`src/source/dcache_pkg.sv`:
```
package dcache_pkg;

  // address split: tag | index | offset
  localparam int ADDR_W   = 20;  // byte address
  localparam int WORD_W   = 32;  // one word per line
  localparam int INDEX_W  = 8;   // 256 sets
  localparam int TAG_W    = 10;  // upper address bits
  localparam int OFFSET_W = 2;   // byte within word
  localparam int NUM_WAYS = 4;   // ages form a 4-way permutation

  typedef logic [ADDR_W-1:0]   addr_t;
  typedef logic [WORD_W-1:0]   word_t;
  typedef logic [INDEX_W-1:0]  index_t;
  typedef logic [TAG_W-1:0]    tag_t;
  typedef logic [OFFSET_W-1:0] offset_t;
  typedef logic [1:0]          way_t;   // way number
  typedef logic [1:0]          age_t;   // 0 = most recent, 3 = lru

  // bytes of one word
  typedef logic [WORD_W/8-1:0] byte_mask_t;

  // store width, encoding as on the cpu side
  typedef enum logic [1:0] {
    SIZE_BYTE = 2'b00,
    SIZE_HALF = 2'b01,
    SIZE_WORD = 2'b10,
    SIZE_BAD  = 2'b11  // illegal, writes nothing
  } store_size_t;

  // control fsm
  typedef enum logic [1:0] {
    ST_IDLE   = 2'b00,  // waiting for request
    ST_LOOKUP = 2'b01,  // tag compare, hit answers here
    ST_REFILL = 2'b10   // miss, waiting for refill word
  } state_t;

endpackage

```
`src/source/dcache_decode.sv`:
```
`timescale 1ns/1ps

module dcache_decode (
  input  logic                    CLK,
  input  logic                    resetn,
  input  logic                    req_valid,
  input  logic                    req_write,
  input  dcache_pkg::addr_t       req_addr,
  input  dcache_pkg::store_size_t req_size,
  input  dcache_pkg::word_t       req_wdata,
  input  logic                    refill_valid,
  input  logic                    hit,
  output logic                    req_ready,
  output logic                    resp_valid,
  output logic                    refill_req,
  output dcache_pkg::addr_t       refill_addr,
  output dcache_pkg::index_t      cur_index,
  output dcache_pkg::tag_t        cur_tag,
  output dcache_pkg::offset_t     cur_offset,
  output logic                    cur_write,
  output dcache_pkg::store_size_t cur_size,
  output dcache_pkg::word_t       cur_wdata,
  output logic                    access_en,
  output logic                    fill,
  output logic                    data_we
);

  dcache_pkg::state_t state, next_state;
  logic               out_of_reset;  // low in the reset-exit idle cycle
  logic               accept;        // request taken this edge
  logic               lookup_hit;

  assign accept     = req_valid && req_ready;
  assign lookup_hit = (state == dcache_pkg::ST_LOOKUP) && hit;

  // fsm and reset-exit flag
  always_ff @(posedge CLK) begin
    if (!resetn) begin
      state        <= dcache_pkg::ST_IDLE;
      out_of_reset <= 1'b0;
    end else begin
      state        <= next_state;
      out_of_reset <= 1'b1;
    end
  end

  always_comb begin
    next_state = state;
    case (state)
      dcache_pkg::ST_IDLE:   if (accept) next_state = dcache_pkg::ST_LOOKUP;
      dcache_pkg::ST_LOOKUP: next_state = hit ? dcache_pkg::ST_IDLE : dcache_pkg::ST_REFILL;
      dcache_pkg::ST_REFILL: if (refill_valid) next_state = dcache_pkg::ST_IDLE;
      default:               next_state = dcache_pkg::ST_IDLE;
    endcase
  end

  // request capture, address split into fields
  always_ff @(posedge CLK) begin
    if (accept) begin
      cur_offset <= req_addr[dcache_pkg::OFFSET_W-1:0];
      cur_index  <= req_addr[dcache_pkg::OFFSET_W +: dcache_pkg::INDEX_W];
      cur_tag    <= req_addr[dcache_pkg::ADDR_W-1 -: dcache_pkg::TAG_W];
      cur_write  <= req_write;
      cur_size   <= req_write ? req_size : dcache_pkg::SIZE_BAD;  // reads merge nothing
      cur_wdata  <= req_wdata;
    end
  end

  assign req_ready   = (state == dcache_pkg::ST_IDLE) && out_of_reset;
  assign refill_req  = (state == dcache_pkg::ST_REFILL);
  assign refill_addr = {cur_tag, cur_index, {dcache_pkg::OFFSET_W{1'b0}}};  // word aligned

  assign fill       = refill_req && refill_valid;  // refill_valid ignored elsewhere
  assign resp_valid = lookup_hit || fill;          // one per request, stores too
  assign access_en  = lookup_hit || fill;          // ages move on hit or fill
  // store hit with a legal size, or any fill (bad-size store fills unmerged)
  assign data_we    = (lookup_hit && cur_write && (cur_size != dcache_pkg::SIZE_BAD)) || fill;

  // requester holds its request until taken
  a_req_hold: assert property (@(posedge CLK) disable iff (!resetn)
    req_valid && !req_ready |=> req_valid && $stable(req_addr));

  // refill request and address held until the word comes back
  a_refill_hold: assert property (@(posedge CLK) disable iff (!resetn)
    refill_req && !refill_valid |=> refill_req && $stable(refill_addr));

endmodule

```
`config.mk`:
```
export PLATFORM = sky130hd
export DESIGN_NAME = dcache_decode
export DESIGN_NICKNAME = d
export VERILOG_FILES = /design/src/source/dcache_pkg.sv /design/src/source/dcache_decode.sv
export SDC_FILE = /design/constraint.sdc
export NUM_CORES = 1
export LEC_CHECK = 0
export BUFFER_PORTS_ARGS = -buffer_cell sky130_fd_sc_hd__buf_2
export CORE_UTILIZATION = 36
export DETAILED_ROUTE_END_ITERATION = 7
export GPL_ROUTABILITY_DRIVEN = 0
export PLACE_DENSITY = 0.72
export SETUP_SLACK_MARGIN = 0.02
export SLEW_MARGIN = 15
export SYNTH_ARGS = -nofsm -noshare
export SYNTH_HDL_FRONTEND = slang
export SYNTH_SLANG_ARGS = --single-unit
```
`constraint.sdc`:
```
create_clock -name CLK -period 1.7 [get_ports CLK]
set_input_delay 0.17 -clock CLK [delete_from_list [all_inputs] [get_ports CLK]]
set_output_delay 0.17 -clock CLK [all_outputs]
set_load 0.03 [all_outputs]
```
==> flow_summary.toml, run 1 <==
[timing]
fin_crit_sh = 0.942
tns_ps = 0
hold_slack_ps = 24.2
fin_crit_ps = 1600
hold_violations = 0
setup_viol = 0
finClkSkew_ps = 14.1
rsz0062_at_grt = "false"
fmax_ghz = 0.625
slew_viol_final = 0

[drt]
wl_met3_microns = 575
top_layer = "met4"
via_count = 1478
dr.pass1.iters = 4
wl_met2_microns = 2860
drtAntennaViolNets = 0
drcViolationCount = 0
drt_iter0_drc = 50
wl_microns = 5430
wl_met1_microns = 1940
wl_per_cell_microns = 15.6
vias_per_cell = 4.25

[cts]
ctsRootBufferMaster = "clkbuf_8"
insertion_delay_ps = 340
h-tree-depth = 3
clk_path_buf_depth = 2
cts_tree = "yes"
numClockSinks = 58
cts_buffers = 9
clk_pin_slew_ps = 70

[power]
netSwitchingFraction = 0.243
p_leak_nw = 1.47
p_sw_w = 0.000851
seqPwrFrac = 0.474
peakVddDrop_mv = 0.757
clock_power_share = 0.395
p_int_w = 0.00265
power_density_nw_per_um2 = 1050
power_frac_comb = 0.131

[floorplanning]
start_util = 0.381
dieArea_sq_um = 5810
die-width_microns = 76.2
ios = 141
core_sq_um = 5200
row_count = 26
die_h_microns = 76.2

[yosys]
yosysSeqAreaShare = 0.864
synth-seq-cells = 58
synth_cell_type_count = 15
syn_inst = 94
netlist_top_cells_area = "edfxtp_1 (83%), buf_4 (8.0%), dfxtp_1 (3.0%)"
ys_warn_count = 0
yosys.area.top_type = "edfxtp_1"
synth_top_area_frac = 0.833
avgSynthCellArea_sq_um = 21.1
netlist_area_sq_um = 1980

[global_route]
antenna_found_initial = 0
grt_overflow_total = 0
gr-usage-all-layers = 0.193
grt_pass1_vias = 1563
grt_pass1_wl_microns = 7970
grt_max_degree = 34

[job]
maxCapViolations = 0

[layout]
drive_above_1_share = 0.568
synthToLayoutAreaGrowth_pct = 68.9
n_antenna_cell = 0
fin_util = 0.643
fin_nets = 333
fillers = 401

[worst_setup_path]
arrival_ps = 1430
cp-end-kind = "output pin"
worstPathRequired_ps = 1530
crit_fanout = 7
path_class = "reg -> out"
worst_setup_path_start_kind = "flop"

[min_path]
worst_hold_path_type = "in -> reg"

[place]
port_buffers = 138
detailed_place_hpwl_microns = 2950

[status]
status = "completed"
layout make-up:
class	count	area [sq um]	share of cell area
multi-input cells	16	120	0.0359
flip-flops and latches	58	1710	0.511
clock inverters	7	92.6	0.0277
well taps	70	87.6	0.0262
repair buffers	188	1210	0.362
clock buffers	9	124	0.0370
kinds of logic after synthesis:
family / share of synthesized area
buffers and inverters: 0.0795
other: 0.00189
DFF: 0.864
AOI/OAI and AO/OA: 0.0133
and+or+nand+nor: 0.0417
state kept, by name (all words and copies together) (netlist names):
name and cells:
cur_wdata 32, cur_tag 10, cur_index 8, cur_offset 2, cur_size 2, state 2
cur_write 1, out_of_reset 1
synthesized netlist by cell type, drive strengths merged:
master / count
nor3b: 3
and3b: 1
a41o: 1
and4bb: 1
and2: 1
conb: 1
and2b: 2
o21a: 1
a21o: 1
dfxtp: 3
edfxtp: 55
nand2b: 2
buf: 21
nand2: 1
placed cells by master, fill, tap and decap left out:
cell,instances
dfxtp_1,3
o21a_1,1
a41o_1,1
nand2_1,1
and3b_1,1
clkinv_2,1
dlygate4sd3_1,48
buf_12,2
conb_1,2
buf_2,138
and2_1,1
and2b_2,1
clkinvlp_4,2
a21o_2,1
inv_6,1
clkbuf_8,9
clkinv_1,1
nand2b_1,2
edfxtp_1,55
bufinv_16,2
and2b_1,1
and4bb_4,1
nor3b_1,3
worst paths after layout:
kind | from | to | depth (start not counted) | slack (ps)
max reg2reg | state[0]$_SDFFE_PN0P_ | cur_tag[1]$_DFFE_PP_ | 2 | 390
min | req_addr[4] | cur_index[2]$_DFFE_PP_ | 1 | 20
min reg2reg | state[0]$_SDFFE_PN0P_ | state[1]$_SDFFE_PN0P_ | 2 | 730
max | state[1]$_SDFFE_PN0P_ | data_we | 3 | 100
power groups by stage:
| stage | Clock, W | Combinational (W) | Sequential (W) |
|---|---|---|---|
| after floorplan | 0 | 0.000114 | 0.00180 |
| after global placement | 0 | 0.000359 | 0.00168 |
| final | 0.00138 | 0.000457 | 0.00166 |
| after CTS | 0.00140 | 0.000442 | 0.00166 |
| after global routing | 0.00147 | 0.000479 | 0.00167 |
| after detailed placement | 0 | 0.000362 | 0.00169 |
through the flow:
| step | cell area (sq um) | power, W | cells | setup WS [ps] |
|---|---|---|---|---|
| floorplan | 1990 | 0.00192 | 95 | 243 |
| global placement | 2650 | 0.00204 | 284 | 450 |
| detailed placement | 2650 | 0.00205 | 284 | 444 |
| CTS | 3320 | 0.00350 | 345 | 150 |
| global route | 3350 | 0.00361 | 348 | 15.8 |
| finish | 3350 | 0.00350 | 348 | 98.9 |
critical path: stages (launching register included):
cell and delay (ps):
dfxtp_1 440, and2b_1 240, a41o_1 240, buf_2 170
what timing repair did:
action | CTS | global route
gates resized for setup | 0 | 0
buffers inserted | 0 | 0
hold buffers | 45 | 3
endpoints found under the hold margin | 45 | 3
per-layer routing:
layer	global-route usage	vias up
li1	-	685
met1	0.190	685
met2	0.338	103
met3	0.101	5
met4	0.0808	0
met5	0	-
Note: power is estimated with default switching activity, not from simulation.
==> run 2: changes to the inputs <==
--- a/config.mk
+++ b/config.mk
@@ -10,7 +10,7 @@
 export DETAILED_ROUTE_END_ITERATION = 7
 export GPL_ROUTABILITY_DRIVEN = 0
 export PLACE_DENSITY = 0.72
-export SETUP_SLACK_MARGIN = 0.02
+export SETUP_SLACK_MARGIN = 0.15
 export SLEW_MARGIN = 15
 export SYNTH_ARGS = -nofsm -noshare
 export SYNTH_HDL_FRONTEND = slang
==> flow_summary.toml, run 2 (synthesis results as in run 1) <==
[status]
status = "completed"

[timing]
tns_ps = 0
slew_viol_final = 0
fin_crit_ps = 1510
fin_crit_sh = 0.891
hold_slack_ps = 20.8
setup_viol = 0
hold_violations = 0
finClkSkew_ps = 15.0
fmax_ghz = 0.660
rsz0062_at_grt = "true"

[place]
port_buffers = 138
place_area_sq_um = 2650
detailed_place_hpwl_microns = 2950

[worst_setup_path]
crit_fanout = 7
arrival_ps = 1340
cpPeakStageDelay_ps = 380
path_class = "reg -> out"
crit_slowest_cell = "dfxtp_4"
worstPathRequired_ps = 1530
cp-end-kind = "output pin"
crit_chain = "and2b_1, a21o_2, buf_2"
worst_setup_path_start_kind = "flop"
crit_start = "state[1]$_SDFFE_PN0P_"
timing.rr.start = "state[0]$_SDFFE_PN0P_"

[cts]
insertion_delay_ps = 340
cts_buffers = 9
h-tree-depth = 3
ctsRootBufferMaster = "clkbuf_8"
numClockSinks = 58
clk_path_buf_depth = 2
cts_tree = "yes"
clk_pin_slew_ps = 70

[drt]
wl_microns = 5630
drt_iter0_drc = 50
dr.pass1.iters = 6
wl_per_cell_microns = 16.1
drcViolationCount = 0
vias_per_cell = 4.35
via_count = 1517
drtAntennaViolNets = 0

[layout]
synthToLayoutAreaGrowth_pct = 70.0
fin_nets = 334
stdcell_area_sq_um = 3370
largest_reg_flops = 32
final_cell_mix = "buf_2 (137), edfxtp_1 (55), dlygate4sd3_1 (48)"
n_antenna_cell = 0
regMostFlops = "cur_wdata"
final_common_cell = "buf_2"
reg_top3 = "cur_wdata: 32 flops, cur_tag: 10 flops, cur_index: 8 flops"
fin_util = 0.647
drive_above_1_share = 0.581

[global_route]
grt_max_degree = 34
grt_pass1_vias = 1563
gr-usage-all-layers = 0.193
grt_pass1_wl_microns = 7970
grt_overflow_total = 0
antenna_found_initial = 0

[floorplanning]
core_sq_um = 5200
row_count = 26
die_h_microns = 76.2
start_util = 0.381
die-width_microns = 76.2
ios = 141
dieArea_sq_um = 5810

[min_path]
min_from = "req_addr[4]"
worst_hold_path_type = "in -> reg"

[job]
maxCapViolations = 0

[power]
power_density_nw_per_um2 = 1040
p_leak_nw = 1.48
peakVddDrop_mv = 0.666
-- run 2: worst paths after layout --
path | endpoint | slack, ps | depth (start not counted)
min reg2reg | state[1]$_SDFFE_PN0P_ | 650 | 2
min | cur_index[2]$_DFFE_PP_ | 20 | 1
max | resp_valid | 190 | 3
max reg2reg | cur_tag[1]$_DFFE_PP_ | 420 | 2
-- run 2: area by class of cell --
type | count | area [sq um]
clock inverters | 7 | 92.6
fillers | 398 | 1840
clock buffers | 9 | 124
well taps | 70 | 87.6
repair buffers | 189 | 1220
flip-flops and latches | 58 | 1720
multi-input cells | 16 | 121
-- run 2: worst max-delay path: cells and delay by family, from the launching register on --
family | cells | cell delay [ps]
flops | 1 | 380
compound gates | 1 | 230
buf+inv | 1 | 180
simple gates | 1 | 210
-- run 2: where the power goes --
part	internal [W]	switching [W]
registers	0.00164	0.0000225
logic	0.000190	0.000271
clock network	0.000821	0.000565
-- run 2: repair_timing --
item / 4_1_cts / 5_1_grt
buffers inserted: 0 / 1
hold buffers: 45 / 3
setup endpoints to repair: 0 / 3
gates resized for setup: 0 / 8
hold endpoints to repair: 45 / 3
-- run 2: through the flow --
step | cells | setup slack [ps] | total power [W]
CTS | 345 | 150 | 0.00350
finish | 349 | 185 | 0.00351
floorplan | 95 | 243 | 0.00192
detailed placement | 284 | 444 | 0.00205
global placement | 284 | 450 | 0.00204
global route | 349 | 143 | 0.00362
-- run 2: routing by layer --
| layer | track usage | routed length, microns | part of all wire | vias to the layer above |
|---|---|---|---|---|
| met4 | 0.0808 | 78 | 0.014 | 0 |
| met3 | 0.101 | 582 | 0.10 | 8 |
| met5 | 0 | 0 | 0 | - |
| met1 | 0.190 | 2000 | 0.36 | 719 |
| met2 | 0.338 | 2970 | 0.53 | 98 |
| li1 | - | - | - | 692 |
==> run 3: changes to the inputs <==
--- a/config.mk
+++ b/config.mk
@@ -5,6 +5,7 @@
 export SDC_FILE = /design/constraint.sdc
 export NUM_CORES = 1
 export LEC_CHECK = 0
+export ABC_AREA = 1
 export BUFFER_PORTS_ARGS = -buffer_cell sky130_fd_sc_hd__buf_2
 export CORE_UTILIZATION = 36
 export DETAILED_ROUTE_END_ITERATION = 7
==> flow_summary.toml, run 3 <==
[worst_setup_path]
arrival_ps = 1210
crit_fanout = 5
cpPeakStageDelay_ps = 350
cp-end-kind = "output pin"
worst_setup_path_start_kind = "flop"
crit_slowest_cell = "dfxtp_1"
worstPathRequired_ps = 1530
crit_chain = "inv_2, nor2_2, nand2_2, nand2_1, buf_2"
path_class = "reg -> out"

[yosys]
avgSynthCellArea_sq_um = 18.9
yosys.area.top_type = "edfxtp_1"
synth_top_flop_cell = "edfxtp_1"
ys_warn_count = 0
yosysSeqAreaShare = 0.861
netlist_top_cells_area = "edfxtp_1 (83%), buf_4 (7.9%), dfxtp_1 (3.0%)"
synth-edff-count = 55
syn_inst = 105
synthMostInstantiatedCell = "edfxtp_1"
netlist_area_sq_um = 1990
synth_cell_type_count = 15
synthArstFlopShare = 0
synth_common_cells = "edfxtp_1 (55), buf_4 (21), inv_1 (8), nand2_1 (6), dfxtp_1 (3)"
synth_top_area_frac = 0.831
synth-seq-cells = 58

[timing]
fin_crit_ps = 1380
slew_viol_final = 0
hold_violations = 0
rsz0062_at_grt = "false"
tns_ps = 0
setup_viol = 0
finClkSkew_ps = 5.38
fmax_ghz = 0.725
finalWorstSetupSlack_ps = 321
fin_crit_sh = 0.811

[layout]
largest_reg_flops = 32
fin_cells = 311
synthToLayoutAreaGrowth_pct = 42.9
n_antenna_cell = 0
final_common_cell = "buf_2"
drive_above_1_share = 0.651
final_cell_mix = "buf_2 (138), edfxtp_1 (55), clkbuf_8 (9)"
fin_util = 0.545
regMostFlops = "cur_wdata"
stdcell_area_sq_um = 2840
reg_top3 = "cur_wdata: 32 flops, cur_tag: 10 flops, cur_index: 8 flops"
fin_nets = 297

[cts]
insertion_delay_ps = 320
clk_path_buf_depth = 2
cts_buffers = 9
cts_setup_buffers = 0
ctsRootBufferMaster = "clkbuf_8"
clk_pin_slew_ps = 60
h-tree-depth = 3
cts_tree = "yes"
numClockSinks = 58

[place]
detailed_place_hpwl_microns = 2960
dp_slack_ps = 410
dp_cells = 295
place_area_sq_um = 2660
port_buffers = 138

[floorplanning]
die-width_microns = 76.3
ios = 141
dieArea_sq_um = 5820
die_h_microns = 76.3
row_count = 26
start_util = 0.382
core_sq_um = 5200

[drt]
via_count = 1300
dr.pass1.iters = 4
wl_per_cell_microns = 12.4
drcViolationCount = 0
drtAntennaViolNets = 0
vias_per_cell = 4.18
drt_iter0_drc = 50
wl_microns = 3870

[power]
peakVddDrop_mv = 0.600
p_leak_nw = 1.28
power_density_nw_per_um2 = 1100

[job]
maxCapViolations = 0

[global_route]
gr-usage-all-layers = 0.135
grt_max_degree = 36
grt_pass1_vias = 1241
grt_overflow_total = 0
antenna_found_initial = 0
grt_pass1_wl_microns = 5750

[min_path]
worst_hold_path_type = "in -> reg"

[status]
status = "completed"
==> run 3: cell types whose count changed in the layout (fill, tap and decap cells not counted), moves of 2 or more <==
| cell | delta |
|---|---|
| clkinv_1 | +4 |
| dfxtp_4 | -2 |
| dlygate4sd3_1 | -47 |
| inv_1 | +6 |
| inv_2 | +2 |
| nand2_1 | +5 |
| nand2b_1 | -2 |
| nand3_1 | +2 |
| nor2_1 | +2 |
| nor3b_1 | -3 |
==> run 3: area by class of cell <==
type,count,area (sq um)
well taps,70,87.6
flip-flops and latches,58,1710
clock inverters,6,48.8
inverters,9,37.5
fillers,461,2370
repair buffers,141,741
clock buffers,9,124
multi-input cells,18,87.6
==> run 3: critical path: cells and delay by family, from the launching register on <==
kind                   cells  cell delay [ps]
and+or+nand+nor            3              270
DFF                        1              350
buffers and inverters      2              270
==> run 3: power by group <==
part,switching (W),internal (W)
combinational,0.000246,0.000115
clock,0.000474,0.000643
sequential,0.0000188,0.00164
==> run 3: through the flow <==
stage | power, W | hold slack, ps
2_1_floorplan | 0.00192 | 198
3_3_place_gp | 0.00204 | 292
3_5_place_dp | 0.00205 | 297
4_1_cts | 0.00317 | 10.0
5_1_grt | 0.00325 | 3.09
6_report | 0.00314 | 22.8
==> run 3: worst paths after layout <==
kind,startpoint,to,slack (ps),cells past startpoint
setup reg to reg,state[1]$_SDFFE_PN0P_,cur_wdata[9]$_DFFE_PP_,410,4
setup / recovery,state[1]$_SDFFE_PN0P_,access_en,320,5
hold / removal,req_addr[2],cur_index[0]$_DFFE_PP_,20,1
hold reg to reg,state[0]$_SDFFE_PN0P_,state[1]$_SDFFE_PN0P_,520,2
==> run 3: repair_timing <==
item                                   CTS  global route
endpoints found under the hold margin    1             0
hold buffers                             1             0
resized for setup                        0             0
==> run 3: cell families after synthesis <==
kind of cell / count (synthesis) / share of synthesized area
buffers and inverters: 30 / 0.0963
flip-flops: 58 / 0.861
AND/OR/NAND/NOR: 14 / 0.0334
AO/OA/AOI/OAI: 2 / 0.00693
other: 1 / 0.00189
==> run 3: per-layer routing <==
metal  GRT usage  part of all wire  up-vias
met5           0                 0        -
met4      0.0577            0.0065        0
met3      0.0802              0.12        2
met2       0.229              0.52       95
met1       0.132              0.35      590
li1            -                 -      613
